===== src/design/bp_defs.svh =====
/*
 * sizing for the branch predictor tables and the register bus
 * PC bits [1:0] are never used, instructions are word aligned
 * btb tag width must stay equal to 32 - btb index width - 2
 */
`ifndef BP_DEFS_SVH
`define BP_DEFS_SVH

// direction counters
`define BP_BHT_ENTRIES 256
`define BP_BHT_IDX_W   8

// target buffer, direct mapped
`define BP_BTB_ENTRIES 64
`define BP_BTB_IDX_W   6
`define BP_BTB_TAG_W   24

`define BP_APB_ADDR_W  8   // byte offsets into the register block

`endif


===== src/design/btb.sv =====
/*
 * direct-mapped branch target buffer, full tag of pc[31:8] by default
 * only taken resolves allocate, a not-taken resolve leaves the entry alone
 * target reads as zero on a miss
 */
`timescale 1ns/1ps
`default_nettype none

`include "bp_defs.svh"

module btb (
    input  wire         clk,
    input  wire         rst_n,
    input  wire  [31:0] lookup_pc,
    input  wire         update_valid,
    input  wire         update_taken,
    input  wire  [31:0] update_pc,
    input  wire  [31:0] update_target,
    output logic        hit,
    output logic [31:0] target
);

    logic [`BP_BTB_TAG_W-1:0]   tag_q    [`BP_BTB_ENTRIES];
    logic [31:0]                target_q [`BP_BTB_ENTRIES];
    logic [`BP_BTB_ENTRIES-1:0] valid_q;

    logic [`BP_BTB_IDX_W-1:0] rd_idx;
    logic [`BP_BTB_TAG_W-1:0] rd_tag;
    logic [`BP_BTB_IDX_W-1:0] wr_idx;
    logic [`BP_BTB_TAG_W-1:0] wr_tag;
    logic                     wr_en;

    assign rd_idx = lookup_pc[`BP_BTB_IDX_W+1:2];
    assign rd_tag = lookup_pc[31:`BP_BTB_IDX_W+2];
    assign wr_idx = update_pc[`BP_BTB_IDX_W+1:2];
    assign wr_tag = update_pc[31:`BP_BTB_IDX_W+2];

    assign wr_en = update_valid & update_taken;

    // tag compare only counts on a valid entry
    assign hit    = valid_q[rd_idx] && (tag_q[rd_idx] == rd_tag);
    assign target = hit ? target_q[rd_idx] : 32'd0;

    always_ff @(posedge clk or negedge rst_n) begin
        if (!rst_n) begin
            valid_q <= '0;
        end else if (wr_en) begin
            valid_q[wr_idx] <= 1'b1;
        end
    end

    // payload, overwritten on every taken resolve
    always_ff @(posedge clk) begin
        if (wr_en) begin
            tag_q[wr_idx]    <= wr_tag;
            target_q[wr_idx] <= update_target;
        end
    end

endmodule

`default_nettype wire


===== config.mk =====
export PLATFORM = sky130hd
export DESIGN_NAME = btb
export DESIGN_NICKNAME = d
export VERILOG_FILES = /design/src/design/btb.sv
export VERILOG_INCLUDE_DIRS = /design/src /design/src/design
export SDC_FILE = /design/constraint.sdc
export NUM_CORES = 2
export LEC_CHECK = 0
export ABC_AREA = 1
export BUFFER_PORTS_ARGS = -buffer_cell sky130_fd_sc_hd__buf_4
export CAP_MARGIN = 20
export CORE_MARGIN = 5
export CORE_UTILIZATION = 51
export CTS_BUF_LIST = sky130_fd_sc_hd__clkbuf_8
export CTS_CLUSTER_SIZE = 24
export DETAILED_ROUTE_END_ITERATION = 6
export GPL_ROUTABILITY_DRIVEN = 0
export PLACE_DENSITY = 0.66
export SLEW_MARGIN = 10
export SYNTH_ARGS = -nofsm -noshare
export SYNTH_HDL_FRONTEND = slang
export SYNTH_SLANG_ARGS = --single-unit

===== constraint.sdc =====
create_clock -name clk -period 9.1 [get_ports clk]
set_input_delay 1.82 -clock clk [delete_from_list [all_inputs] [get_ports clk]]
set_output_delay 1.82 -clock clk [all_outputs]
set_load 0.03 [all_outputs]

# [After elaboration in Yosys (flattened, before gate mapping)]
# Memories as Yosys holds them, arrays and structs flattened.
# Cells that the tools add are included.
[totals] register_bits=64 latch_bits=0 ramBits=3584 romBits=0 input_bits=100 output_inout_bits=33 wordCells=18 mem_count=2
[op_classes] add_sub_neg=0 mul=0 div_mod_pow=0 n_lt_le_gt_ge=3 n_eq_ne=1 shift=0 muxes=7 bitwise=2 reduce_logical=2
[mem_list] memory="target_q" words=64 width=32 read_ports=1 rd_ports_with_merged_regs=0 write_ports=1 line="btb.sv:24" rtl="logic [31:0] target_q [`BP_BTB_ENTRIES];"
[mem_list] memory="tag_q" words=64 width=24 read_ports=1 rd_ports_with_merged_regs=0 write_ports=1 line="btb.sv:23" rtl="logic [`BP_BTB_TAG_W-1:0] tag_q [`BP_BTB_ENTRIES];"
[op_table] cell="$or A64 B64 Y64" n=1
[op_table] cell="$mux W32" n=1
[op_table] cell="$eq A24 B24 Y1" n=1
[op_table] cell="$lt A6 B7 Y1 const B" n=2
[op_table] cell="$bmux W1 S6" n=1
[op_table] cell="$demux W1 S6" n=1
[op_table] cell="$ge A6 B1 Y1 const B" n=1
[op_table] cell="$mux W1" n=4
[op_table] cell="$logic_and A1 B1 Y1" n=2
[op_table] cell="$and A1 B1 Y1" n=1

# [Logic depth before layout (Yosys ltp)]
[depth] depth_word=5 mapped_depth=21 mapped_depth_nobuf=17

# [Worst setup path after synthesis]
# No wires, ideal clock.
[synth_path] kind="input to output" from="in lookup_pc[2]" to="out target[31]" t_arrival_ps=4090 required_ps=7280 path_slack_ps=3190 stages=14 path_buffers=6 cell_sequence="buf_4 inv_4 buf_6 buf_4 buf_6 buf_4 buf_2 nand2_1 a32o_1 o211ai_1 a21oi_1 o21ai_1 nand2_1 nor3_1"
[synth_via] elab_chain_len=4 word_cells_on_any_way=7 cone_classes="1 x eq/ne; 3 x mux; 1 x reduce/logical; 2 x memory"
[synth_rtl] item="start: declaration" line="btb.sv:14" rtl="input wire [31:0] lookup_pc,"
[synth_rtl] item="$mem_v2 Z64 W24 or $bmux W1 S6 (tied branches)"
[synth_rtl] item="$eq A24 B24 Y1 or $mux W1 (tied branches)" line="btb.sv:41" rtl="assign hit = valid_q[rd_idx] && (tag_q[rd_idx] == rd_tag);"
[synth_rtl] item="$logic_and A1 B1 Y1" line="btb.sv:41"
[synth_rtl] item="$mux W32 (*)" line="btb.sv:42" rtl="assign target = hit ? target_q[rd_idx] : 32'd0;"
[synth_rtl] item="end: declaration" line="btb.sv:20" rtl="output logic [31:0] target"
# Mark *: on every way between the ends. The rest lies on a longest branch, timed or not. The select of a mux whose other input is x is not followed.

# [Worst setup path after layout]
# Same ends and word-level chain as after synthesis.

==> results.md <==
- Status: finished with violations
- Failing checks: DRC
- Post-DR vias/cell: 6.27
- Maximum VDD drop: 0.000163 V
- CTS Hold Bufs: 0
- Clk slew on worst S/H paths: 60 ps
- Area of the multi-input gates: 0.0325 mm²
- Clock root cell: clkbuf_8
- Placeable Area: 0.284 mm²
- Vias: 98,463
- Die W: 544 µm
- Die area: 0.296 mm²
- Final ANT Viol Nets: 0
- RSZ-0062 raised after global routing: no
- Clk Latency, worst-skew pair: 1150 ps
- Crit path kind: input pin to output pin
- Synth unique cells: 37
- P per Cell Area: 207 mW/mm²
- Share of the clock period used by the worst path: 90.5%
- Most frequent cells in the layout: 3,584 x edfxtp_1, 2,722 x nand2_1, 2,056 x nand3_1
- Main synth FF type: edfxtp_1
- PortBufs: 128
- Synth Cell Area: 0.145 mm²
- Post-synthesis mux area share: 0%
- Commonest non-fill, non-tap cell in the layout: edfxtp_1
- Reg area: 0.109 mm²
- Placement Cell Area: 0.150 mm²
- Post-route cell area: 0.161 mm²
- Required @ worst endpoint: 7280 ps
- Final setup fails: 0
- Layout cell share with drive strength beyond 1: 10.4%
- Leak Pwr: 55.1 nW
- Hold WS: 466 ps
- Clk_skew: 0 ps
- Routed wire length: 444,000 µm
- Design Power: 0.0333 W
- Post-CTS Resized: 0
- Area Growth Syn to Fin: 10.7%
- Number of core rows: 196
- Final net count: 11,581
- H-tree depth: 6
- Warnings, synthesis: 0
- Vias in the first global route: 94,149
- WP data arrival: 6420 ps
- Drt first-iter violations: 14,603
- Min cycle time layout: 8240 ps
- Sequential area share after synthesis: 75.2%
- Xor-xnor portion of the synthesized cell area: 0.00603%
- Post-Syn Area per Cell: 12.8 µm²
- Setup TNS: 0 ps
- HP Class: flop to flop
- GRT Resource Usage Total: 29.4%
- Fmax: 121 MHz
- Slew Viols, Final: 0
- Type of origin of the critical path: input pin
- TritonCTS Sinks: 3,648
- Synth Instances: 11,337
- Synth Area in Compound Gates: 5.76%
- Post-route DRC: 2
- First-pass GRT wire length: 635,000 µm
- Max_cap viols: 0
- DPL Wire Length: 218,000 µm
- Cts bufs inserted: 584
- Simple-gate share of the synthesized area: 16.3%
- Die H: 544 µm
- Worst Path Max Fanout: 250
- Kind of end point of the critical path: output pin
- # IOs: 133
- Fillers: 22,658
- First-pass detailed-route iteration total: 7
- CTS tree: yes
- Largest net degree at the start of global routing: 251
- GRT overflow: 0
- Synth Area in Adders: 0%
- Post-synth EDFFs: 3,584
- Clock tree buffer depth: 4
- Net Count, Synth: 11,437
- FF+latch count, synth: 3,648
- WL per Instance: 28.3 µm
- Initial antenna violation count: 41
- Starting density of the core: 51.1%
- Fin. Hold Viols: 0
- Worst Tran Pin Value: 1440 ps
- Post-CTS Setup Bufs: 0
- Asr flop ratio synth: 1.75%
- Main combinational cell family by area after synthesis: simple AND/OR/NAND/NOR gates
- Rel. slew slack: 3.77%
sequential cells by signal, indices dropped and copies added (netlist names):
| name | count |
|---|---|
| target_q | 2048 |
| valid_q | 64 |
| tag_q | 1536 |
worst max-delay path, cell delays in order:
cell and delay (ps):
buf_16 470, inv_16 410, buf_12 460, buf_4 240, nand2_1 70, nand3_1 60
nand3_1 130, nand3_1 90, nand3_1 120, nand3_1 170, nand3b_1 280, nand2_1 80
nor2_1 120, nand2_1 60, nor2_1 170, nand2_4 390, nor3_1 560, buf_4 250
layer usage:
layer | routed length [µm] | up-vias | global-route usage, %
li1 | - | 41940 | -
met1 | 167000 | 48661 | 40.1
met2 | 202000 | 6615 | 45.6
met3 | 53300 | 1233 | 6.12
met4 | 22100 | 14 | 13.8
met5 | 76 | - | 0
through the flow:
| step | std cells | util [%] | setup slack [ps] |
|---|---|---|---|
| after CTS | 15688 | 56.5 | 1050 |
| after detailed placement | 14656 | 52.8 | 1050 |
| after global routing | 15699 | 56.5 | 698 |
| final | 15706 | 56.5 | 863 |
| after floorplan | 11337 | - | 3190 |
| after global placement | 14652 | 52.8 | 1100 |
path summary, 6_finish.rpt:
| check | start | to | slack, ps | depth (start not counted) |
|---|---|---|---|---|
| max in group asynchronous | rst_n | valid_q[61] | 7730 | 1 |
| worst min-delay path | valid_q[63] | valid_q[63] | 470 | 1 |
| min in group asynchronous | rst_n | valid_q[7] | 780 | 1 |
| worst min register to register | valid_q[63] | valid_q[63] | 470 | 1 |
| worst max register to register | valid_q[29] | valid_q[29] | 8280 | 1 |
| worst max-delay path | lookup_pc[2] | target[31] | 860 | 18 |
final cells by class:
| type | count | share of cell area (%) |
|---|---|---|
| sequential | 3648 | 67.9 |
| clock inverter | 436 | 1.41 |
| multi-input combinational | 6863 | 20.2 |
| tap | 3762 | 2.93 |
| clock buffer | 596 | 5.10 |
| timing repair buffer | 359 | 2.30 |
| inverter | 25 | 0.0910 |
| antenna | 17 | 0.0265 |
report_power, final:
part | switching [W] | internal (W) | total (W)
Clock | 0.00650 | 0.00630 | 0.0128
Sequential | 0.0000327 | 0.0186 | 0.0186
Combinational | 0.00145 | 0.000505 | 0.00196
synthesized netlist by cell type (all sizes together) (16+ instances only):
cell | instances | area [µm²]
edfxtp | 3584 | 108000
nand2 | 2723 | 10200
nand3 | 2057 | 10300
nor2 | 618 | 2320
o21ai | 601 | 3010
buf | 574 | 3090
a21oi | 261 | 1310
o221ai | 245 | 2150
clkbuf | 227 | 855
a31oi | 81 | 507
o31ai | 80 | 601
or2 | 66 | 413
dfrtp | 64 | 1600
nor3 | 36 | 325
inv | 24 | 95.1
o311a | 20 | 200
o211ai | 19 | 143
a32o | 16 | 160
cell families after synthesis:
group / after synthesis
buf+inv: 826
compound gates: 1352
simple gates: 5510
flops: 3648
xor+xnor: 1
No activity file was read; power rests on OpenSTA's default activity.
