`config.mk`:
```
export PLATFORM = sky130hd
export DESIGN_NAME = bp_csr
export DESIGN_NICKNAME = d
export VERILOG_FILES = /design/src/design/bp_apb_pkg.sv /design/src/design/bp_csr.sv
export VERILOG_INCLUDE_DIRS = /design/src /design/src/design
export SDC_FILE = /design/constraint.sdc
export NUM_CORES = 1
export LEC_CHECK = 0
export BUFFER_PORTS_ARGS = -buffer_cell sky130_fd_sc_hd__buf_2
export CAP_MARGIN = 30
export CORE_AREA = 2 2 104 106
export CTS_BUF_LIST = sky130_fd_sc_hd__clkbuf_8 sky130_fd_sc_hd__clkbuf_16
export DETAILED_ROUTE_END_ITERATION = 7
export DIE_AREA = 0 0 106 108
export GPL_TIMING_DRIVEN = 0
export PLACE_DENSITY = 0.78
export RECOVER_POWER = 25
export REMOVE_ABC_BUFFERS = 1
export SYNTH_ARGS = -nofsm -noshare
export SYNTH_HDL_FRONTEND = slang
export SYNTH_SLANG_ARGS = --single-unit
export TNS_END_PERCENT = 5
```
`constraint.sdc`:
```
create_clock -name clk -period 3.15 [get_ports clk]
set_input_delay 0.63 -clock clk [delete_from_list [all_inputs] [get_ports clk]]
set_output_delay 0.63 -clock clk [all_outputs]
set_load 0.01 [all_outputs]
```
`src/design/bp_defs.svh`:
```
/*
 * sizing for the branch predictor tables and the register bus
 * PC bits [1:0] are never used, instructions are word aligned
 * btb tag width must stay equal to 32 - btb index width - 2
 */
`ifndef BP_DEFS_SVH
`define BP_DEFS_SVH

// direction counters
`define BP_BHT_ENTRIES 256
`define BP_BHT_IDX_W   8

// target buffer, direct mapped
`define BP_BTB_ENTRIES 64
`define BP_BTB_IDX_W   6
`define BP_BTB_TAG_W   24

`define BP_APB_ADDR_W  8   // byte offsets into the register block

`endif

```
`src/design/bp_apb_pkg.sv`:
```
/*
 * register map of the predictor APB block
 * offsets outside this list answer with pslverr
 */
`default_nettype none

`include "bp_defs.svh"

package bp_apb_pkg;

    typedef enum logic [`BP_APB_ADDR_W-1:0] {
        reg_ctrl        = 8'h00,  // bit 0 enable
        reg_lookups     = 8'h04,
        reg_resolved    = 8'h08,
        reg_mispredicts = 8'h0C,
        reg_clear       = 8'h10   // write only, any data
    } bp_reg_t;

endpackage

`default_nettype wire

```
`src/design/bp_csr.sv`:
```
/*
 * APB slave, zero wait states, pready tied high
 * holds the predictor enable and three wrapping 32-bit statistics counters
 * a clear write wins over an increment in the same cycle
 */
`timescale 1ns/1ps
`default_nettype none

`include "bp_defs.svh"

module bp_csr
    import bp_apb_pkg::*;
(
    input  wire                       clk,
    input  wire                       rst_n,
    input  wire                       psel,
    input  wire                       penable,
    input  wire                       pwrite,
    input  wire  [`BP_APB_ADDR_W-1:0] paddr,
    input  wire  [31:0]               pwdata,
    output logic [31:0]               prdata,
    output logic                      pready,
    output logic                      pslverr,
    input  wire                       lookup_event,
    input  wire                       resolve_event,
    input  wire                       mispredict_event,
    output logic                      enable
);

    localparam int STAT_LOOKUPS  = 0;
    localparam int STAT_RESOLVED = 1;
    localparam int STAT_MISPRED  = 2;

    bp_reg_t     reg_sel;
    logic        access;
    logic        mapped;
    logic        wr_en;
    logic        stat_clr;
    logic [31:0] rd_val;
    logic [31:0] stat_q [3];
    logic [2:0]  stat_inc;

    assign reg_sel = bp_reg_t'(paddr);
    assign access  = psel & penable;   // access phase only

    // read mux and address decode
    always_comb begin
        mapped = 1'b1;
        rd_val = 32'd0;
        case (reg_sel)
            reg_ctrl:        rd_val = {31'd0, enable};
            reg_lookups:     rd_val = stat_q[STAT_LOOKUPS];
            reg_resolved:    rd_val = stat_q[STAT_RESOLVED];
            reg_mispredicts: rd_val = stat_q[STAT_MISPRED];
            reg_clear:       rd_val = 32'd0;
            default:         mapped = 1'b0;
        endcase
    end

    assign pready  = 1'b1;
    assign pslverr = access & ~mapped;
    assign prdata  = (access && !pwrite) ? rd_val : 32'd0;

    assign wr_en    = access & pwrite & mapped;
    assign stat_clr = wr_en && (reg_sel == reg_clear);

    // lookups only count while the predictor is on
    assign stat_inc = {mispredict_event, resolve_event, lookup_event & enable};

    always_ff @(posedge clk or negedge rst_n) begin
        if (!rst_n) begin
            enable <= 1'b1;
        end else if (wr_en && (reg_sel == reg_ctrl)) begin
            enable <= pwdata[0];
        end
    end

    always_ff @(posedge clk or negedge rst_n) begin
        if (!rst_n) begin
            for (int i = 0; i < 3; i++) begin
                stat_q[i] <= 32'd0;
            end
        end else begin
            for (int i = 0; i < 3; i++) begin
                if (stat_clr) begin
                    stat_q[i] <= 32'd0;
                end else if (stat_inc[i]) begin
                    stat_q[i] <= stat_q[i] + 32'd1;   // wraps
                end
            end
        end
    end

endmodule

`default_nettype wire

```
Yosys cells after proc, flatten, opt, wreduce, memory -nomap -nowiden:

Index checks and enable logic that the tools add are counted.

* memories: 0
* word-level logic and storage cells: 35
* bits in read-only memories: 0
* bits in latches: 0
* memory bits (writable): 0
* register bits after elaboration: 97

* add/subtract/negate cells: 3
* reductions and logical operators: 9
* magnitude comparators: 0
* equality and inequality tests: 4
* multiplexer cells: 9
* bitwise logic cells: 6
* shift-type cells: 0
* divide/modulo/power cells: 0
* multipliers: 0

Operator list (count)
* 32-bit 2-to-1 mux: 7
* 32-bit case mux with 4 select lines: 1
* 32-bit by 1-bit adder with 32-bit output (second input constant): 3
* 8-bit by 4-bit equality test with 1-bit output (second input constant): 2
* 8-bit by 3-bit equality test with 1-bit output (second input constant): 1
* 8-bit by 5-bit equality test with 1-bit output (second input constant): 1
* 8-bit zero test: 1
* 2-bit nonzero test: 3
* 1-bit AND: 5
* 5-bit OR reduction: 1
* 1-bit logical AND: 3
* 1-bit zero test: 1
* 1-bit 2-to-1 mux: 1
* 1-bit inverter: 1

Logic depth before layout (Yosys ltp):

* depth in word-level cells: 6
* gate-level depth with buffers: 7
* mapped depth without buffers: 5

Worst setup path after synthesis:

OpenSTA, ideal clock, no wires.

* path kind: in2out
* start point: in paddr[1]
* end point: out prdata[0]
* path slack: 0.386 ns
* path buffers: 1
* arrival: 2.134 ns
* cell stages on the path: 5
* cell sequence: nor4_1 > nand2b_1 > or4_1 > clkbuf_1 > nor4b_1

* word-level cells in the longest chain between the ends: 3
* elaborated cells on any way between the ends: 6

RTL lines
* from (decl): line bp_csr.sv:19 `` input wire [`BP_APB_ADDR_W-1:0] paddr, ``
* 8-bit by 4-bit equality test with 1-bit output (tied with other cells): line bp_csr.sv:50 `case (reg_sel)`
* 32-bit case mux with 4 select lines *: line bp_csr.sv:50
* 32-bit 2-to-1 mux *: line bp_csr.sv:62 `assign prdata = (access && !pwrite) ? rd_val : 32'd0;`
* to (decl): line bp_csr.sv:21 `output logic [31:0] prdata,`

Every way passes the cells marked *; elsewhere a longest branch is shown, timed or not.

Worst setup path after layout:

Same ends and word-level chain as after synthesis.

==> results.yml <==
status:
  status: "finished with violations"
  failed_checks: "capacitance limit, slew limit"
global_route:
  use_met2_pct: 43.6
  busiest_layer: "met2"
  globalRouteMet1Util_pct: 37.4
  grt_usage_pct: 26.7
  grtUsageMet3_pct: 4.64
  grt_pass1_wl_um: 24400
  grt_max_degree: 63
  antenna_found_initial: 0
  overflow: 0
  grt_pass1_vias: 4924
setup_path:
  cpMostUsedCell: "buf_2"
  cp_max_fo: 16
  crit_end: "prdata[0]"
  crit_type: "primary input to output port"
  slowest_delay_ns: 0.70
  worstSetupStartpointType: "primary input"
  cp-end-kind: "output port"
  crit_path_top_delay_cell: "or4_4"
  path_cells: "buf_2 > nor4_4 > nand2b_1 > or4_4 > nor4b_1 > buf_2"
  ff2ff_setup_slack_ns: 0.62
  r2r-start: "stat_q[41]"
  worstPathArrival_ns: 2.37
  r2r-end: "stat_q[55]"
  reg2reg_depth: 4
  startpoint: "paddr[1]"
  cp.required_ns: 2.52
clocking:
  cts_max_path_buffers: 2
  path_clk_slew_ns: 0.09
  h-tree-depth: 3
  cts-root-buf: "clkbuf_8"
  clkSinkCount: 97
  clk_latency_ns: 0.37
  cts_made_buffers: 9
  cts_tree: "yes"
yosys:
  syn_avg_cell_area_sq_um: 9.00
  synth_xor_area_share_pct: 5.65
  synth_cells: 655
  synth_top_cell_by_area: "dfrtp_1"
  ys_seq_elements: 97
  synthSimpleGateAreaFrac_pct: 24.9
  synthMuxAreaShare_pct: 8.01
  synth_fa_ha_area_share_pct: 0.637
  yosysWarnings: 0
  synth_top_cell_area_share_pct: 40.8
  ys_types: 42
  synth_compound_area_share_pct: 15.3
  synth_top_family_by_area: "simple AND/OR/NAND/NOR gates"
  netlist_area_sq_mm: 0.00589
  yosysSeqAreaShare_pct: 41.2
  synthTopCellsByArea: "dfrtp_1, mux2_2, or4_1"
layout:
  nets: 727
  layout_common_cells: "dfrtp_1, nor2_1, a21oi_1"
  final_common_cell: "dfrtp_1"
  post_route_cells_drive_above_1_share_pct: 16.6
  diodes: 0
  n_fill_cell: 850
  fin_area_sq_mm: 0.00648
  areaGrowthSynthToFinish_pct: 9.96
timing:
  hold_viol_final: 0
  worstMarginPinSlew_ns: 1.91
  max_freq_mhz: 333
  maxSlewViolCount: 37
  fin_hold_ws_ns: 0.504
  fin_crit_sh_pct: 95.3
  finClkSkew_ns: 0.0144
  period_minus_slack_ns: 3.00
  setup_violations: 0
  rsz0062_at_grt: "false"
  max-slew-margin-rel_pct: -27.2
placement:
  dp_hpwl_um: 9870
  gp_congestion: 0.829
  postPlaceCellArea_sq_mm: 0.00623
  io_buffers: 50
pwr:
  p_per_area_mw_per_mm2: 424
  peakVddDrop_v: 0.000298
  p_leak_uw: 0.00258
job:
  max_cap_violations: 1
floorplanning:
  die_area_sq_mm: 0.0114
  core_sq_mm: 0.0102
  ios: 83
  row_count: 37
  die_y_um: 108
  initial_core_util_pct: 57.6
  die_x_um: 106
worst_hold_path:
  holdCritStartpoint: "pwdata[0]"
  hold_path_class: "primary input to flop"
detailed_routing:
  drc_errors: 0
  totalWireLength_um: 14900
  wl_per_cell_um: 18.3
  via_per_inst: 6.54
  num_vias: 5345
  drt_iter0_drc: 391
  dr.pass1.iters: 5
  drtAntennaViolNets: 0
-- power by group --
group,internal [uW],total [uW],leakage (uW),switching (uW)
Clock,465,907,0.000117,441
Sequential,1330,1490,0.00132,156
Combinational,155,353,0.00114,198
Total,1950,2750,0.00258,795
-- through the flow --
stage | setup TNS [ns] | std cells | utilization [%] | total power [uW] | worst slack, ns
2_1_floorplan | -118.71 | 608 | - | 1690 | -1.39
3_3_place_gp | -355.36 | 794 | 59.8 | 1820 | -3.78
3_5_place_dp | -45.34 | 798 | 60.9 | 1860 | -0.676
4_1_cts | 0 | 816 | 63.2 | 2750 | 0.0410
5_1_grt | 0 | 817 | 63.3 | 2890 | 0.0435
6_report | 0 | 817 | 63.3 | 2750 | 0.147
-- synthesized netlist by cell type, drive strengths merged --
| cell type | number |
|---|---|
| a22oi | 31 |
| xor2 | 17 |
| inv | 14 |
| dfrtp | 96 |
| clkbuf | 37 |
| mux2i | 10 |
| xnor2 | 21 |
| mux4 | 1 |
| nand2 | 35 |
| o31ai | 31 |
| nor2 | 75 |
| mux2 | 31 |
| conb | 1 |
| o21ai | 26 |
| or3 | 18 |
| nor2b | 1 |
| nor3 | 6 |
| nor4b | 2 |
| nand4b | 1 |
| or2 | 3 |
| and2 | 1 |
| nand3 | 27 |
| dfstp | 1 |
| o21bai | 8 |
| buf | 10 |
| nand2b | 1 |
| nor4bb | 2 |
| nand4 | 25 |
| and3 | 8 |
| and4 | 8 |
| ha | 3 |
| or4 | 40 |
| a21oi | 49 |
| nor4 | 15 |
-- logic make-up after synthesis --
kind of cell,count (synthesis)
AO/OA/AOI/OAI,145
XOR/XNOR,38
adder cells (fa/ha/maj),3
buffers and inverters,61
flip-flops,97
multiplexers,42
other,1
AND/OR/NAND/NOR,268
-- flip-flops by register name (all words and copies together), names as in the netlist --
name    count
enable      1
stat_q     96
-- worst min path at each step --
stage	endpoint	slack, ns	cells past startpoint
floorplan	stat_q[0]	0.33	0
global placement	stat_q[43]	0.54	2
detailed placement	stat_q[54]	0.56	2
CTS	stat_q[2]	0.22	1
global route	enable	0.48	2
finish	enable	0.50	2
-- metal layers --
layer  vias to the layer above  share of wire [%]
met2                       178                 49
met4                         0                1.3
met1                      2669                 44
li1                       2485                  -
met5                         -                  0
met3                        13                5.5
-- cell type report --
class | count | area [sq um] | area share [%]
well taps | 136 | 170 | 2.63
repair buffers | 55 | 337 | 5.20
flip-flops and latches | 97 | 2430 | 37.5
clock buffers | 10 | 138 | 2.12
inverters | 14 | 52.6 | 0.811
clock inverters | 6 | 82.6 | 1.27
multi-input cells | 499 | 3270 | 50.5
-- what timing repair did --
action / CTS / global route
pin swaps: 1 / 1
endpoints found under the setup margin: 84 / 36
hold buffers: 0 / 0
resized for setup: 3 / 5
endpoints found under the hold margin: 0 / 0
buffers inserted: 1 / 0
gates cloned: 1 / 1
-- worst max-delay path: cells and delay by family --
| family | cells | cell delay, ns |
|---|---|---|
| simple gates | 4 | 1.45 |
| buf+inv | 2 | 0.28 |
(Power assumes the default switching activity.)
