===== config.mk =====
export PLATFORM = sky130hd
export DESIGN_NAME = bp_resolve
export DESIGN_NICKNAME = d
export VERILOG_FILES = /design/src/design/bp_resolve.sv
export SDC_FILE = /design/constraint.sdc
export NUM_CORES = 1
export LEC_CHECK = 0
export BUFFER_PORTS_ARGS = -buffer_cell sky130_fd_sc_hd__buf_2
export CAP_MARGIN = 40
export CORE_MARGIN = 4
export CORE_UTILIZATION = 45
export CTS_BUF_LIST = sky130_fd_sc_hd__clkbuf_4
export CTS_CLUSTER_SIZE = 40
export DETAILED_ROUTE_END_ITERATION = 8
export GPL_TIMING_DRIVEN = 0
export HOLD_SLACK_MARGIN = 0.06
export PLACE_DENSITY = 0.87
export RECOVER_POWER = 100
export SETUP_SLACK_MARGIN = 0.2
export SYNTH_ARGS = -nofsm -noshare
export SYNTH_HDL_FRONTEND = slang
export SYNTH_SLANG_ARGS = --single-unit

===== constraint.sdc =====
create_clock -name clk -period 0.85 [get_ports clk]
set_input_delay 0.0425 -clock clk [delete_from_list [all_inputs] [get_ports clk]]
set_output_delay 0.0425 -clock clk [all_outputs]
set_load 0.01 [all_outputs]

===== src/design/bp_resolve.sv =====
/*
 * checks a resolved branch against the prediction the pipeline carried
 * mispredict is a one-cycle pulse, one cycle after the resolve edge
 * redirect_pc holds its last value between resolves
 */
`timescale 1ns/1ps
`default_nettype none

module bp_resolve (
    input  wire         clk,
    input  wire         rst_n,
    input  wire         resolve_valid,
    input  wire  [31:0] resolve_pc,
    input  wire         resolve_taken,
    input  wire  [31:0] resolve_target,
    input  wire         resolve_pred_taken,
    input  wire  [31:0] resolve_pred_target,
    output logic        mispredict,
    output logic [31:0] redirect_pc
);

    logic        dir_wrong;
    logic        tgt_wrong;
    logic        mispredict_d;
    logic [31:0] fall_through;

    assign dir_wrong = resolve_taken != resolve_pred_taken;
    // right direction but wrong place
    assign tgt_wrong = resolve_taken & resolve_pred_taken &
                       (resolve_target != resolve_pred_target);

    assign mispredict_d = resolve_valid & (dir_wrong | tgt_wrong);
    assign fall_through = resolve_pc + 32'd4;

    always_ff @(posedge clk or negedge rst_n) begin
        if (!rst_n) begin
            mispredict  <= 1'b0;
            redirect_pc <= 32'd0;
        end else begin
            mispredict <= mispredict_d;   // pulse
            if (resolve_valid) begin
                redirect_pc <= resolve_taken ? resolve_target : fall_through;
            end
        end
    end

endmodule

`default_nettype wire


---- Word level (Yosys, flattened, before mapping) ----
Index checks and enable logic that the tools add are counted.
word-level totals
  register bits after elaboration ......... 33
  input port bits ......................... 101
  output and inout bits ................... 33
  logic and storage cells ................. 10
cells by class
  add/subtract/negate cells ............... 1
  equal/unequal tests ..................... 2
  muxes and demuxes ....................... 1
  bitwise operators ....................... 4
operator list
  kind                   count
  $add 32x3->32 const B  1
  $mux 32                1
  $ne 32x32->1           1
  $and 1x1->1            3
  $ne 1x1->1             1
  $or 1x1->1             1

---- Depth between registers and ports, before layout ----
Gate-level depths: netlist (run 1).
  depth after elaboration ................. 4
  gate-level depth with buffers ........... 7
  gate-level depth less buffers ........... 5

---- Worst setup path after synthesis (run 1) ----
Ideal clock, no wire load.
  path kind ............................... input to register
  from .................................... input resolve_pc[2]
  to ...................................... register redirect_pc[28]
  library setup time ...................... 131 ps
  arrival ................................. 1,089 ps
  data required time ...................... 719 ps
  setup slack ............................. -370 ps
  stages .................................. 6
  buffers on the path ..................... 1
  path through ............................ ha_1 -> clkbuf_1 -> nand4_4 -> nor4_4 -> xnor2_1 -> o21ai_1
between the ends
  longest elaborated chain between the ends .. 2
ends and longest elaborated chain
  what                  RTL line  text
  from (decl)           13        input wire [31:0] resolve_pc,
  $add 32x3->32         33        assign fall_through = resolve_pc + 32'd4;
  $mux 32               42        redirect_pc <= resolve_taken ? resolve_target : fall_through;
  to (signal assigned)  42
  to (decl)             19        output logic [31:0] redirect_pc
No other way between the ends.
A chain may end at the register's enable or synchronous reset.

---- Final worst setup path (run 1) ----
  from .................................... input resolve_pc[16]
  to ...................................... register redirect_pc[31]
The elaborated chain is that of the path after synthesis.

==> run summary, run 1 <==
The final-layout setup total negative slack is -5.06 ns. The clock-pin slew on the worst setup and hold paths is roughly 0.12 ns. The most common cell after layout, fill and taps aside is buf_2. OpenSTA, run right after detailed placement, puts the worst setup slack at -0.627 ns.

Entering global routing, the biggest net connects 34 pins. The biggest fanout along the worst timing path came out at 4. Headroom to the max-slew limit came out at 0.435. The nature of the critical path endpoint is a flip-flop. The synthesized netlist contains 32 unique library cells. Yosys mapped a number of flops with a built-in enable equal to 0. Final hold analysis gives a worst-case slack of -0.241 ns. The number of global-route vias before repair came out at 3,064. The routed length per instance came out at between 20 and 25 um.

The core footprint is between 5000 and 6000 sq um. The global routing met1 resource utilization is 0.345. The detailed router placed 3,307 vias in this run. After detailed routing, the total wire length is 12.4 mm. The most used flip-flop cell after synthesis is dfrtp_1. The total global routing overflow is 0. The number of standard-cell rows in the floorplan is 26. The share of final-layout standard cells stronger than drive strength 1 is 0.570. The slowest stage of the critical path is the nor4_4 cell. The total power per unit cell area is 1170 nW/um^2. The number of violations of the max-capacitance limit is 0. The first global-routing pass estimated 15.7 mm of wire. The floorplan step defined a die boundary enclosing 6660 sq um. The netlist area before placement is 2440 sq um. The number of remaining DRC errors came out at 0. The final RePlAce weighted congestion came out at 0.905. The fmax came out at 1.00 GHz. Of the synthesized area, sequential elements account for 0.339. Together, buffers and inverters on the worst path number 2. The worst clock skew on the final layout is 0 ns. For this configuration, the core starts out at a cell density of 0.471. The warning count from the yosys run came out at 0.

The area added between synthesis and finish is 78.7%. For this block, the initial DRC count from the detailed router was 357. The HPWL after detailed placement is 7.02 mm. The initial antenna violation count is 0.

The smallest clock period supported by the final layout is computed as 0.996 ns. The cell family with the largest share of critical-path delay is simple AND/OR/NAND/NOR gates. The worst supply voltage drop on vdd is a little under 0.7 mV. When the netlist entered floorplanning its net count stood at 377. In this run the clock root is driven by a clkbuf_4. The run finished, with violations left. The critical path goes through buf_6 -> and4_4 -> buf_6 -> nand4_4 -> nor4_4 -> xnor2_1 -> o21ai_1. The final reports fail on hold timing, setup timing. In this design, the stage delay of the slowest critical-path cell is 0.32 ns. The depth of the CTS H-tree is 2. For this design the static power due to leakage is 2.11 nW. STA puts the critical path data arrival time at roughly 1.3 ns. The number of buffers on the longest clock path came out at 2. The required time at the endpoint of the critical path is roughly 1.1 ns. The number of antenna-violating nets in the routed design came out at 0. The min-delay analysis places its worst path in the category in -> async. In the layout the commonest cells are buf_2, buf_6, xor2_1, dfrtp_1, buf_4. The pre-antenna-repair detailed-routing pass consisted of 5 iterations. The max-slew violation count came out at 0.

The number of buffers inserted by port buffering came out at 133. The CTS buffer count came out at 5. By instance count, the cell type seen most on the critical path is buf_6. The later-pin clock latency in the skew report is 0.36 ns. Across all setup checks in the final design, the least slack found is -0.146 ns. The met3 demand-to-capacity share in global routing came out at 0.0702.

The met2 demand-to-capacity share in global routing came out at 0.563. The worst setup path is of the in -> reg kind. Of all flip-flops after synthesis, the portion carrying an async set or reset was 1.00. Of the available clock period, the critical path in the final layout requires 1.17. After global routing, the most crowded layer is met2. Using the TritonRoute via totals, the vias-per-cell ratio works out to about 6.2.

Across every metal layer, demand over resource in global routing totals 0.320. During I/O placement, the number of pins put on the boundary was 134. Counting flops and latches in the post-synthesis netlist gives 33. Setup repair after global routing could not meet its margin everywhere.

The die outline height came out at between 80 and 90 um. TritonCTS built the clock tree. The antenna diode count came out at 0. For the pin with the worst max-slew slack, the measured transition is 0.847 ns. The startpoint type of the worst setup path is an input port. The hold violation count in the final report is 43. Each instance of the synthesized netlist takes up on average ~8.9 sq um. The count of nets after finishing came out at about 560. The instance count of the mapped netlist is 274.

The width of the die is ~82 um. The clock drives 33 sinks. The count of final setup violators is 58.
## timing repair
| action | in CTS | in global routing |
|---|---|---|
| pin swaps | 52 | 29 |
| setup endpoints to repair | 63 | 66 |
| gates resized for setup | 100 | 51 |
| setup buffers | 23 | 20 |
| gates cloned | 2 | 0 |
| endpoints found under the hold margin | 56 | 57 |
## cells by family (layout without fill, tap and decap cells)
group | after synthesis | count (layout) | synth area share
AND/OR/NAND/NOR | 91 | 92 | 0.235
XOR/XNOR | 58 | 58 | 0.208
AO/OA/AOI/OAI | 57 | 57 | 0.128
flip-flops | 33 | 33 | 0.339
buffers and inverters | 24 | 209 | 0.0390
multiplexers | 9 | 9 | 0.0400
adder cells (fa/ha/maj) | 2 | 2 | 0.0103
## area by class of cell
| cell class | count | area (sq um) |
|---|---|---|
| tap | 70 | 87.6 |
| clock inverter | 2 | 33.8 |
| sequential | 33 | 826 |
| buffer | 15 | 131 |
| multi-input combinational | 218 | 1900 |
| inverter | 9 | 33.8 |
| clock buffer | 6 | 45.0 |
| fill | 263 | 817 |
| timing repair buffer | 177 | 1300 |
## final timing paths
kind	startpoint	end	slack, ns	cells after the start
max reg2reg	redirect_pc[6]	redirect_pc[6]	-0.09	2
min in group clk	resolve_pc[22]	redirect_pc[22]	-0.04	3
max in group asynchronous	rst_n	redirect_pc[13]	0.55	1
min	rst_n	redirect_pc[7]	-0.24	1
min reg2reg	redirect_pc[21]	redirect_pc[21]	0.52	2
max	resolve_pc[16]	redirect_pc[31]	-0.15	7
## worst register-to-register path: cells and delay by family (launching register included)
family,cells,cell delay [ns]
muxes,1,0.27
DFF,1,0.43
buffers and inverters,1,0.13
## flip-flops by register name, summed over array words and instances (netlist names)
register and cells:
redirect_pc 32, mispredict 1
## synthesized netlist by cell type (3+ instances only)
cell,n,share of area
xor2_1,45,0.16
dfrtp_1,33,0.34
a21oi_1,23,0.047
and3_1,22,0.056
nand3_1,14,0.029
o21ai_0,13,0.027
o21ai_1,13,0.027
xnor2_1,13,0.047
clkbuf_1,12,0.018
nand2_1,12,0.018
inv_1,9,0.014
nor2_1,8,0.012
nor4_1,8,0.021
nand4_1,7,0.018
and4_1,6,0.022
mux2_2,6,0.028
nor3_1,5,0.010
mux2i_1,3,0.012
o221ai_1,3,0.011
o2bb2ai_1,3,0.011
## power by group
| part | total (mW) | internal, mW | switching (mW) |
|---|---|---|---|
| Combinational | 1.94 | 0.976 | 0.960 |
| Sequential | 1.88 | 1.75 | 0.132 |
| Clock | 1.27 | 0.644 | 0.623 |
| Total | 5.08 | 3.37 | 1.71 |
## per-stage QoR
step / power [mW] / cells / hold WS [ns] / instance area (sq um) / util
floorplan: 2.47 / 274 / -0.253 / 2540 / -
global placement: 3.15 / 477 / 0.134 / 3300 / 0.638
detailed placement: 3.20 / 477 / 0.156 / 3300 / 0.638
CTS: 4.68 / 510 / -0.233 / 3990 / 0.771
global route: 5.25 / 530 / -0.171 / 4360 / 0.842
finish: 5.08 / 530 / -0.241 / 4360 / 0.842
## routing by layer
layer  up-vias  wire length, um  share of wire
met5         -                0              0
met4         0             1020          0.082
met3        97             1270           0.10
met2       289             6110           0.49
met1      1563             4000           0.32
li1       1358                -              -
(Power assumes the default switching activity.)
==> run 2: changes to the inputs <==
--- a/config.mk
+++ b/config.mk
@@ -20,3 +20,4 @@
 export SYNTH_ARGS = -nofsm -noshare
 export SYNTH_HDL_FRONTEND = slang
 export SYNTH_SLANG_ARGS = --single-unit
+export TNS_END_PERCENT = 20
==> run 2 against run 1 <==
Effect of this change:
- clock skew did not move
- register-to-register slack barely moved
- critical path depth rose by 1
- global-route usage fell by 4.2 points
- die area did not move
- non-clock buffer count fell by 30
- cell area fell by 13%
- the run still ends with hold timing, setup timing left
- cell count fell by 5.7%
- largest cell class unchanged
- sequential cell count did not move
- routed wire length fell by 25%
- critical path type unchanged
- critical endpoint is now redirect_pc[19]
==> run summary, run 2 (synthesis gave the netlist of run 1 again) <==
The antenna diode count came out at 0. Summed over all layers, the routed wires come to 9.31 mm. The final reports fail on hold timing, setup timing. In the final layout, the registers with the most flip-flops are redirect_pc (32), mispredict (1). The clock-pin slew on the worst setup and hold paths came out at 0.11 ns. The boundary pin count came out at 134. Measured along the x axis, the die boundary spans 81.6 um. The hold violation count in the final report came out at 40. The sequential standard cell area came out at ~830 sq um. The leakage power is 1.80 nW.

For this run, global-route usage on met3 was measured as 0.0493. The total overflow left after global routing is 0. The number of buffers inserted by port buffering is between 100 and 150.

The critical path is of the in -> reg type. The share of final-layout standard cells stronger than drive strength 1 is 0.491. The CTS buffer count is 5. The first global-routing pass estimated 13.9 mm of wire. STA classifies the critical path startpoint as an input port.

The number of buffers on the longest clock path came out at 2. Across all hold checks on the routed design, the worst slack comes to -0.190 ns. The cell sitting at the root of the clock tree is a clkbuf_4.

The flip-flop count of the largest register after layout came out at 32. The max-slew violation count came out at 0. The core footprint is 5170 sq um. The met2 demand-to-capacity share in global routing came out at 0.503. The worst clock skew on the final layout came out at 0 ns. The number of violations of the max-capacitance limit came out at 0. Across all setup checks in the final design, the least slack found is -0.124 ns. The required time at the endpoint of the critical path came out at 1.07 ns.

The path class of the tightest hold or removal check is in -> async. The maximum number of pins on one net before global-route repair came out at 34. The library cell used most frequently in the layout, excluding fill and tap cells, is buf_2.

The pin slew with the least headroom to its limit came out at roughly 0.89 ns. For this configuration, the core starts out at a cell density of 0.471. Detailed routing inserted a total of 2,791 vias. The final RePlAce weighted congestion came out at around 0.9. Once layout is complete, the cells apart from fillers number 500. The number of vias per cell after detailed routing came out at 5.58.

For this run, the post-layout net count is 532. The initial antenna violation count was 0. The total power per unit cell area is 1130 nW/um^2. The die outline height is 81.6 um. The floorplan has 26 rows. The die outline area came out at 6660 sq um. After detailed routing, the average wire length per cell comes to 18.6 um. The fill cell instance count of the final layout came out at 401. The number of global-route vias before repair is 2,782. The area used by multi-input combinational logic is about 1700 sq um.

In the finished design, the share of the clock period the worst path needs comes to 1.15. The library cells used most frequently in the layout, excluding fill and tap cells, are buf_2, xor2_1, dfrtp_1, a21oi_1, buf_6. The TritonCTS sink count came out at 33.

The later-pin clock latency in the skew report came out at 0.33 ns. The number of placed cells counting well taps is 477. The number of remaining DRC errors came out at 0. The count of final setup violators came out at 43.

Ranked by flip-flop count, first place goes to redirect_pc. The clock tree synthesis step divided the H-tree into 2 levels. The clock tree from TritonCTS is done.

The worst relative slew slack came out at 0.407. The estimated wirelength of the detail-placed design came out at 6.80 mm. The global routing met1 resource utilization came out at 0.337.

The data arrival at the endpoint of the critical path came out at 1.19 ns. The minimum clock period after layout is 0.974 ns. Setup repair after global routing could not meet its margin everywhere. The detailed router finished its first iteration with between 150 and 200 violations. The first detailed-routing pass took 4 iterations. The flow ran to the end, but the final reports show violations.

The area added between synthesis and finish came out at 55.2%. STA classifies the critical path endpoint as a flip-flop. The layer flagged by global routing as most heavily used is met2.

The biggest fanout along the worst timing path is 6. The worst supply voltage drop on vdd came out at approximately 0.84 mV. For this run, the total global-route usage over all layers was measured as 0.278. The number of antenna-violating nets in the routed design is 0. The fmax came out at 1.03 GHz.
-- run 2: cell count changes in the layout (fill, tap and decap cells not counted), sizes merged --
cell / delta
buf: -30
bufinv: -1
clkbuf: -1
clkinv: +2
-- run 2: metrics by stage --
| step | utilization | power, mW | instance area, sq um | setup TNS [ns] | setup WS, ns |
|---|---|---|---|---|---|
| after floorplan | - | 2.44 | 2470 | -4.48 | -0.253 |
| after global placement | 0.624 | 3.11 | 3230 | -14.73 | -0.609 |
| after detailed placement | 0.624 | 3.15 | 3230 | -15.83 | -0.649 |
| after CTS | 0.710 | 4.19 | 3670 | -2.63 | -0.102 |
| after global routing | 0.731 | 4.53 | 3780 | -4.28 | -0.128 |
| final | 0.731 | 4.29 | 3780 | -2.42 | -0.124 |
-- run 2: path summary, 6_finish.rpt --
check | startpoint | end | slack, ns | depth (start not counted)
max reg2reg | redirect_pc[15] | redirect_pc[15] | -0.08 | 3
max | resolve_pc[5] | redirect_pc[19] | -0.12 | 8
min | rst_n | redirect_pc[17] | -0.19 | 1
min in group clk | resolve_target[11] | redirect_pc[11] | -0.02 | 3
min reg2reg | redirect_pc[26] | redirect_pc[26] | 0.51 | 2
max in group asynchronous | rst_n | redirect_pc[28] | 0.48 | 1
-- run 2: where the power goes --
part | switching (mW) | internal [mW] | total [mW]
combinational | 0.802 | 0.766 | 1.57
clock | 0.572 | 0.300 | 0.871
sequential | 0.101 | 1.75 | 1.85
-- run 2: routing by layer --
layer / up-vias / wire length, um
met5: - / 0
met4: 0 / 142
met3: 14 / 813
met2: 142 / 4770
met1: 1340 / 3590
li1: 1295 / -
-- run 2: worst max-delay path, cell delays in order --
cell and delay, ns:
buf_6 0.10, and4_4 0.19, buf_6 0.13, and3_4 0.16
buf_6 0.13, a21o_1 0.18, a21oi_2 0.17, o2bb2ai_1 0.09
-- run 2: cell type report --
| class | count | share of cell area |
|---|---|---|
| plain buffers | 15 | 0.0284 |
| multi-input cells | 218 | 0.457 |
| well taps | 70 | 0.0231 |
| clock buffers | 5 | 0.00992 |
| inverters | 9 | 0.00893 |
| repair buffers | 147 | 0.251 |
| clock inverters | 3 | 0.00331 |
| flip-flops and latches | 33 | 0.218 |
-- run 2: repair_timing --
| item | in CTS | in global routing |
|---|---|---|
| pin swaps | 38 | 17 |
| resized for setup | 86 | 21 |
| hold endpoints to repair | 54 | 53 |
| endpoints found under the setup margin | 66 | 65 |
| gates cloned | 2 | 0 |
| buffers inserted | 7 | 6 |
