<file path="src/design/bp_defs.svh">
/*
 * sizing for the branch predictor tables and the register bus
 * PC bits [1:0] are never used, instructions are word aligned
 * btb tag width must stay equal to 32 - btb index width - 2
 */
`ifndef BP_DEFS_SVH
`define BP_DEFS_SVH

// direction counters
`define BP_BHT_ENTRIES 256
`define BP_BHT_IDX_W   8

// target buffer, direct mapped
`define BP_BTB_ENTRIES 64
`define BP_BTB_IDX_W   6
`define BP_BTB_TAG_W   24

`define BP_APB_ADDR_W  8   // byte offsets into the register block

`endif

</file>
<file path="src/design/bp_types_pkg.sv">
/*
 * predictor types shared by the direction table and the top level
 * the upper counter bit is the predicted direction
 */
`default_nettype none

package bp_types_pkg;

    // 2-bit saturating counter, ordered so that +1 moves toward taken
    typedef enum logic [1:0] {
        strong_nt = 2'b00,
        weak_nt   = 2'b01,
        weak_t    = 2'b10,
        strong_t  = 2'b11
    } counter_state_t;

endpackage

`default_nettype wire

</file>
<file path="src/design/bht.sv">
/*
 * direction table, one 2-bit counter per entry, indexed by pc[9:2] by default
 * lookup is combinational, training takes effect at the clock edge
 * a lookup of the entry being trained in the same cycle sees the old value
 */
`timescale 1ns/1ps
`default_nettype none

`include "bp_defs.svh"

module bht
    import bp_types_pkg::*;
(
    input  wire                clk,
    input  wire                rst_n,
    input  wire         [31:0] lookup_pc,
    input  wire                update_valid,
    input  wire         [31:0] update_pc,
    input  wire                update_taken,
    output counter_state_t     lookup_state
);

    counter_state_t cnt_q [`BP_BHT_ENTRIES];
    counter_state_t cnt_next;

    logic [`BP_BHT_IDX_W-1:0] rd_idx;
    logic [`BP_BHT_IDX_W-1:0] wr_idx;

    // separate read and write ports
    assign rd_idx = lookup_pc[`BP_BHT_IDX_W+1:2];
    assign wr_idx = update_pc[`BP_BHT_IDX_W+1:2];

    assign lookup_state = cnt_q[rd_idx];

    // one step toward the outcome, saturating at both ends
    always_comb begin
        case (cnt_q[wr_idx])
            strong_nt: begin
                cnt_next = update_taken ? weak_nt : strong_nt;
            end
            weak_nt: begin
                cnt_next = update_taken ? weak_t : strong_nt;
            end
            weak_t: begin
                cnt_next = update_taken ? strong_t : weak_nt;
            end
            default: begin   // strong_t
                cnt_next = update_taken ? strong_t : weak_t;
            end
        endcase
    end

    always_ff @(posedge clk or negedge rst_n) begin
        if (!rst_n) begin
            for (int i = 0; i < `BP_BHT_ENTRIES; i++) begin
                cnt_q[i] <= strong_nt;
            end
        end else if (update_valid) begin
            cnt_q[wr_idx] <= cnt_next;
        end
    end

endmodule

`default_nettype wire

</file>
<file path="config.mk">
export PLATFORM = sky130hd
export DESIGN_NAME = bht
export DESIGN_NICKNAME = d
export VERILOG_FILES = /design/src/design/bp_types_pkg.sv /design/src/design/bht.sv
export VERILOG_INCLUDE_DIRS = /design/src /design/src/design
export SDC_FILE = /design/constraint.sdc
export NUM_CORES = 1
export LEC_CHECK = 0
export ABC_AREA = 0
export ABC_CLOCK_PERIOD_IN_PS = 3200
export CORE_ASPECT_RATIO = 0.7
export CORE_UTILIZATION = 29
export CTS_CLUSTER_DIAMETER = 150
export DETAILED_ROUTE_END_ITERATION = 16
export DONT_BUFFER_PORTS = 1
export PLACE_DENSITY = 0.5
export SETUP_SLACK_MARGIN = 0.05
export SLEW_MARGIN = 5
export SYNTH_ARGS = -nofsm -noshare
export SYNTH_HDL_FRONTEND = slang
export SYNTH_SLANG_ARGS = --single-unit
export TNS_END_PERCENT = 50
</file>
<file path="constraint.sdc">
create_clock -name clk -period 3.2 [get_ports clk]
set_input_delay 0 -clock clk [delete_from_list [all_inputs] [get_ports clk]]
set_output_delay 0 -clock clk [all_outputs]
set_load 0.02 [all_outputs]
</file>
Yosys cells after proc, flatten, opt, wreduce, memory -nomap -nowiden
Cells that the tools add are included.

Mux-type cells: 14. Bitwise gates (word level): 2. $lt $le $gt $ge: 3. Equality and inequality tests: 2. Reduce and logical (&&, ||, !) cells: 2.

Operators with widths (count): bitwise mux 512 bit (1); binary-select mux 2 bit (select 8 bit) (2); greater-or-equal comparator 9 bit (second input constant) (2); inverter 8 -> 9 bit (2); demux 2 bit (select 8 bit) (1); 2-to-1 mux 2 bit (7); < comparator 9 x 1 -> 1 bit (second input constant) (1); one-hot mux 2 bit (3 select lines) (1); == test 2 x 1 -> 1 bit (second input constant) (1); == test 2 bit (second input constant) (1); zero test 2 bit (1); 2-to-1 mux 1 bit (2); logical AND 1 bit (1).

Logic and storage cells: 279. Register bits after elaboration: 512. Output and inout bits: 2.

Longest topological paths before layout
Gate-level depths: netlist (run 1).

Word-level depth: 7. Depth in mapped cells: 14.

Worst setup path after synthesis (run 1)
OpenSTA, ideal clock, no wires.

Kind: input to register. From: in update_pc[2]. To: reg cnt_q[140] (netlist name). Path slack: 0.079 ns. Data required time: 3.062 ns. Stages on the path: 14. Buffers on the path: 6. Arrival: 2.982 ns. Cells stage by stage: buf_6 buf_2 buf_2 mux4_2 a22oi_1 a21oi_1 nor4_1 o22ai_1 nor3_1 maj3_2 buf_2 buf_6 buf_6 o31ai_2.

Word-level cells in the longest chain between the ends: 7. Elaborated cells on any way between the ends: 14. Classes of those cells: order compare (2); eq/ne (2); mux (7); bitwise (1); reduce/logical (2).

Ends and longest elaborated chain: from (decl) (line bht.sv:18) `input wire [31:0] update_pc,`; inverter 8 -> 9 bit (implied by the code) * (line bht.sv:37, bht.sv:59); binary-select mux 2 bit (select 8 bit) (line bht.sv:37) `case (cnt_q[wr_idx])`; 2-to-1 mux 2 bit (implied by the code) (2 in a row) (line bht.sv:37); == test 2 bit, or another cell as far along (line bht.sv:37); one-hot mux 2 bit (3 select lines) (line bht.sv:37); bitwise mux 512 bit * (line bht.sv:59) `cnt_q[wr_idx] <= cnt_next;`; to (signal, indexed assignment) (line bht.sv:56) `cnt_q[i] <= strong_nt;`; to (signal, indexed assignment) (line bht.sv:59); to (decl) (line bht.sv:23) `` counter_state_t cnt_q [`BP_BHT_ENTRIES]; ``.

Mark *: on every way between the ends. The rest lies on a longest branch, timed or not. The select of a mux whose other input is x is not followed. A chain may end at the register's enable or synchronous reset.

Worst setup path in the final report (run 1)
From: reg cnt_q[384] (netlist name). To: reg cnt_q[102] (netlist name).

Word-level cells in the longest chain between the ends: 6. Elaborated cells on any way between the ends: 8. Classes of those cells: eq/ne (2); mux (5); reduce/logical (1).

Ends and longest elaborated chain (line): binary-select mux 2 bit (select 8 bit) * (bht.sv:37); 2-to-1 mux 2 bit (implied by the code) * (2 in a row) (bht.sv:37); == test 2 bit, or another cell as far along (bht.sv:37); one-hot mux 2 bit (3 select lines) * (bht.sv:37); bitwise mux 512 bit * (bht.sv:59).

Marks and branches as above.

==> results of run 1 <==
==> layout by cell type (no fill, tap or decap), types with 14 or more instances in the layout <==
cell type      instances
o31ai_4               22
o21ai_0              250
buf_4                279
o31ai_2              170
nor2_2                28
o31ai_1               32
dlygate4sd3_1         17
buf_12                16
a31oi_1              255
a22oi_1               56
nor2_1                14
clkbuf_16             59
a21oi_1              283
dfrtp_1              512
clkbuf_1              15
mux4_2               298
nand2_1               94
==> area by class of cell <==
class | instances | area share, %
clock buffers | 83 | 4.667
flip-flops and latches | 512 | 37.10
repair buffers | 329 | 8.493
inverters | 3 | 0.03261
multi-input cells | 1572 | 44.58
well taps | 1323 | 4.793
diodes | 1 | 0.007246
clock inverters | 10 | 0.3225
==> final timing paths <==
| kind | depth (start not counted) | end | from | slack [ps] |
|---|---|---|---|---|
| max | 11 | cnt_q[102] | cnt_q[384] | -320 |
| min | 0 | cnt_q[140] | rst_n | -900 |
| max reg2reg | 11 | cnt_q[102] | cnt_q[384] | -320 |
| min reg2reg | 2 | cnt_q[444] | cnt_q[444] | 510 |
| max in group asynchronous | 0 | cnt_q[88] | rst_n | 1760 |
| min in group clk | 2 | cnt_q[4] | update_pc[8] | 40 |
==> kinds of logic after synthesis <==
group	share of synthesized area, %
buffers and inverters	4.874
AND/OR/NAND/NOR	2.744
flip-flops	44.60
adder cells (fa/ha/maj)	0.07405
AO/OA/AOI/OAI	24.31
multiplexers	23.40
==> critical path, cell delays in order (launching register included) <==
cell     delay, ps
dfrtp_1        390
mux4_2         460
a22oi_1        310
a21oi_1        140
nor4_2         310
buf_4          160
nor3_1          60
or4_4          480
maj3_4         380
buf_12         180
buf_16         210
o31ai_2        260
==> what timing repair did <==
action / CTS / global route
setup endpoints to repair: 513 / 512
endpoints found under the hold margin: 719 / 512
setup buffers: 3 / 0
gates cloned: 3 / 6
pin swaps: 8 / 11
gates resized for setup: 85 / 70
==> layer usage <==
layer | track usage [%] | part of all wire, %
met5 | 0 | 0.013
met4 | 4.760 | 1.9
met1 | 28.95 | 45
met2 | 27.25 | 42
met3 | 6.104 | 11
==> cells in the mapped netlist (all sizes together) <==
cell      n
o22ai     1
nand2b    8
nor4      9
a22oi    64
nand2    94
or2       4
o31ai   224
dfrtp   512
nor2b     6
clkbuf  225
nand3     7
mux4    298
a21oi   287
buf      91
mux2i     1
a31oi   255
nor3      8
o21ai   256
or3       1
maj3      2
nor2     44
and2      2
or4       1
inv       3
==> power by group through the flow <==
| stage | Clock (mW) | Sequential, mW | Combinational (mW) |
|---|---|---|---|
| finish | 6.35 | 7.20 | 2.67 |
| global route | 6.77 | 7.26 | 2.84 |
| CTS | 6.49 | 7.20 | 2.50 |
| detailed placement | 0 | 7.31 | 2.34 |
| global placement | 0 | 7.27 | 2.28 |
| floorplan | 0 | 7.24 | 1.73 |
==> through the flow <==
step                      utilization, %  TNS [ps]  area, sq um
after floorplan                        -         0        28730
after global placement             32.22   -134400        31580
after detailed placement           32.22   -163280        31580
after CTS                          34.68    -53770        33990
after global routing               35.23   -121100        34530
final                              35.23    -77700        34530
==> key figures, run 1 <==
Global routing
  • Vias in the first global route: 22.42k
  • Initial antenna violation count: 1
  • First-pass GRT wire length: 147.0 mm
  • GRT Residual Overflow: 0
  • Total GRT Usage: 19.49%
  • Largest net degree at the start of global routing: 513

Yosys
  • Synthesis Warnings: 0
  • Seq/Total Area, Yosys: 44.60%
  • Netlist cell types: 30
  • Flops & latches, synth: 512
  • Synthesized cell area: 0.02873 sq mm
  • Top cell type by total area after synthesis: dfrtp_1
  • Mean Syn Cell Area: 11.95 sq um
  • Top cell type's share of synthesized area: 44.60%
  • Syn_nets: 2471
  • Cells after Synth: 2403
  • Area contributors post-synth: dfrtp_1 45%, mux4_2 23%, a31oi_1 5.6%, a21oi_1 5.0%, o21ai_0 4.5%

Timing
  • RSZ-0062 raised after global routing: true
  • F_max: roughly 0.28 GHz
  • Final hold vios: approximately 500
  • Period utilisation layout: 109.9%
  • Hold_ws: -898.5 ps
  • Slew HR: -100.3%
  • Period minus WS final: 3516 ps
  • Clock Skew: 31.14 ps
  • Endpoints failing setup: 505
  • Worst-Margin Slew: ~3000 ps
  • Max-slew violation count: 354
  • Final worst slack: -315.9 ps

Floorplan
  • Core Rows: 96
  • Full die area: 0.1003 sq mm
  • Starting Density: 29.31%
  • Die X: about 380 um
  • Io pins: 70
  • Die H: 265.3 um
  • CORE AREA: 0.09801 sq mm

Layout
  • Final std cells w/o fill: ~3.8k
  • Largest reg by FF count: cnt_q
  • Area grow syn2layout: 20.22%
  • Largest regs: cnt_q: 512 flops
  • Area of the multi-input gates: between 0.015 and 0.02 sq mm
  • Fillers: between 9k and 10k
  • Ratio of cells with drive above 1 in the final layout: 37.54%
  • # nets final: 2541
  • Reg area: 0.01281 sq mm
  • Max reg flops: 512

Setup path
  • CP startpoint kind: register
  • Crit path capture type: register
  • Crit path kind: register to register
  • Critical Path Fanout Max: 19
  • Worst EP arrival: ~4000 ps
  • WP data required: 3700 ps

Place
  • Placed cell count: 3710
  • Setup slack after placement: -528.0 ps
  • Post-DP HPWL: approximately 55 mm
  • GPL Wtd Cong: 0.7929
  • IO Port Bufs: 0

Routing
  • Remaining DRCs: 0
  • Routed length per instance: 25.84 um
  • Number of vias in the routed layout: 22.95k
  • Routed vias/inst: 5.988
  • Detail Route Antenna Nets: 0
  • Routed WL: 99.03 mm
  • DRT Pass-1 Iters: 6
  • DR iter-0 viols: 2718

Run
  • Max-cap violations: 0

Pwr
  • Sw Ratio: 26.89%
  • Leak: 13.61 nW
  • Total power: around 16 mW
  • Internal power: 11.86 mW
  • Net switching power: 4.363 mW
  • Power density cells: 469.9 mW/mm^2
  • Sequential power share: 44.4%
  • Combinational Power Share: 16.5%
  • Clock Power Share: roughly two fifths
  • VDD IR max: 0.0004779 V

Min path
  • Hold Crit Class: primary input to async pin

CTS
  • Clk_lat worst skew: 640 ps
  • CTS tree: yes
  • Total CTS buffers: 55
  • Root Driver: clkbuf_16
  • CTS Buffer Depth: 3
  • Hold_buf cts: 17
  • CTS sink cnt: 512
  • Total number of H-tree levels: 2
  • Worst-path clk slew: 60 ps

Outcome
  • Failing checks: hold timing, slew limit, setup timing
  • Status: finished, violations left
Power figures use the tool's default switching activity.
==> run 2: changes to the inputs <==
Settings changed: ABC_CLOCK_PERIOD_IN_PS 3200 to 3920, PLACE_DENSITY 0.5 to 0.49.
Clock period 3.2 ns to 3.92 ns, I/O delays scaled along.
==> key figures, run 2 (same netlist as run 1, synthesis figures left out) <==
Outcome
  • Status: finished, violations left
  • Failing checks: hold timing, slew limit

Setup path
  • Critical Path Fanout Max: 64
  • Crit path capture type: register
  • Cells along the critical path: mux4_2 -> a22oi_1 -> a21oi_1 -> nor4_1 -> buf_4 -> nor3_1 -> or4_1 -> maj3_4 -> buf_12 -> o31ai_1
  • Crit-path max cell delay: 490 ps
  • WP data required: 4430 ps
  • Worst EP arrival: 4300 ps
  • CP startpoint kind: register
  • Crit path kind: register to register
  • Crit-path slowest cell: nor4_1

Timing
  • Endpoints failing setup: 0
  • Clock Skew: 35.65 ps
  • Final hold vios: 512
  • Hold_ws: -910.2 ps
  • Worst-Margin Slew: 3609 ps
  • Period utilisation layout: 96.64%
  • Final setup TNS: 0 ps
  • F_max: 0.2640 GHz
  • RSZ-0062 raised after global routing: false
  • Slew HR: -140.6%
  • Max-slew violation count: roughly 430
  • Period minus WS final: 3788 ps

Floorplan
  • CORE AREA: ~0.098 sq mm
  • Io pins: 70
  • Die X: between 300 and 400 um
  • Starting Density: 29.31%
  • Full die area: 0.1003 sq mm
  • Die H: 265.3 um
  • Core Rows: 96

Global routing
  • Initial antenna violation count: 4
  • Vias in the first global route: roughly 21k
  • First-pass GRT wire length: 139.1 mm
  • GRT Residual Overflow: 0
  • Total GRT Usage: 18.38%
  • Largest net degree at the start of global routing: 513

CTS
  • Clk_lat worst skew: around 640 ps
  • Total number of H-tree levels: 2
  • Post-CTS sizing: 0
  • CTS Buffer Depth: 3
  • Number of post-CTS setup repair buffers: 0
  • Total CTS buffers: 56
  • Worst-path clk slew: 60 ps
  • Hold_buf cts: 10
  • Root Driver: clkbuf_16
  • CTS sink cnt: 512
  • CTS tree: yes

Layout
  • Antenna cell count: 0
  • Ratio of cells with drive above 1 in the final layout: 26.24%
  • # nets final: 2287
  • Area grow syn2layout: 10.68%
  • Commonest non-fill, non-tap cell in the layout: dfrtp_1
  • Largest regs: cnt_q: 512 flops
  • Most frequent cells in the layout: 512 x dfrtp_1, 298 x mux4_2, 287 x a21oi_1
  • Max reg flops: about 500
  • Largest reg by FF count: cnt_q
  • Fillers: ~9.7k
  • Fin area: ~0.032 sq mm

Routing
  • DRT Pass-1 Iters: 6
  • DR iter-0 viols: 2593
  • Routed WL: ~93 mm
  • Routed vias/inst: 6.076
  • Detail Route Antenna Nets: 0
  • Number of vias in the routed layout: around 22k
  • Remaining DRCs: 0
  • Routed length per instance: 25.90 um

Place
  • IO Port Bufs: 0
  • Post-DP HPWL: 52.98 mm
  • Placed Area: 0.02980 sq mm
  • GPL Wtd Cong: approximately 0.77

Min path
  • Hold Crit Class: primary input to async pin

Pwr
  • VDD IR max: 0.0003000 V
  • Leak: between 10 and 15 nW
  • Power density cells: slightly above 400 mW/mm^2

Run
  • Max-cap violations: 0
## run 2: critical path: cells and delay by family (launching register included)
family | cells | cell delay (ps)
compound gates | 3 | 800
fa+ha+maj | 1 | 440
buf+inv | 2 | 490
flops | 1 | 390
mux | 1 | 480
simple gates | 3 | 1030
## run 2: worst paths after layout
path                         startpoint    endpoint  slack [ps]  cells past startpoint
setup / recovery             cnt_q[464]   cnt_q[42]         130                     10
hold / removal                    rst_n   cnt_q[56]        -910                      0
setup reg to reg             cnt_q[464]   cnt_q[42]         130                     10
hold reg to reg              cnt_q[478]  cnt_q[478]         500                      2
max in group asynchronous         rst_n  cnt_q[129]        2020                      0
min in group clk           update_pc[5]  cnt_q[427]          60                      3
## run 2: layout make-up
cell class	instances	area, sq um	area share, %
clock buffers	85	1680	5.285
well taps	1323	1655	5.207
repair buffers	74	743.2	2.338
multi-input cells	1572	14680	46.18
flip-flops and latches	512	12810	40.30
inverters	3	11.26	0.03542
clock inverters	18	207.7	0.6533
## run 2: per-layer routing
layer / up-vias / GRT usage, % / wire length (um)
li1: 9244 / - / -
met4: 4 / 5.132 / 2163
met2: 1022 / 25.21 / 38490
met5: - / 0 / 34
met3: 153 / 4.668 / 9188
met1: 11370 / 28.19 / 43040
## run 2: metrics by stage
step	total power [mW]	util (%)	hold WS, ps	std cells	worst slack [ps]
after CTS	13.19	32.44	-950.4	3587	232.7
after floorplan	7.322	-	-295.6	2403	799.4
final	13.08	32.44	-910.2	3587	131.8
after detailed placement	7.631	30.41	-263.8	3474	253.9
after global placement	7.544	30.41	-262.5	3474	248.4
after global routing	13.58	32.44	-942.3	3587	83.40
## run 2: power breakdown
group	switching (mW)	leakage, nW	internal [mW]
logic	0.880	4.13	0.791
registers	0.262	7.01	5.65
clock network	2.30	0.938	3.21
total	3.44	12.1	9.65
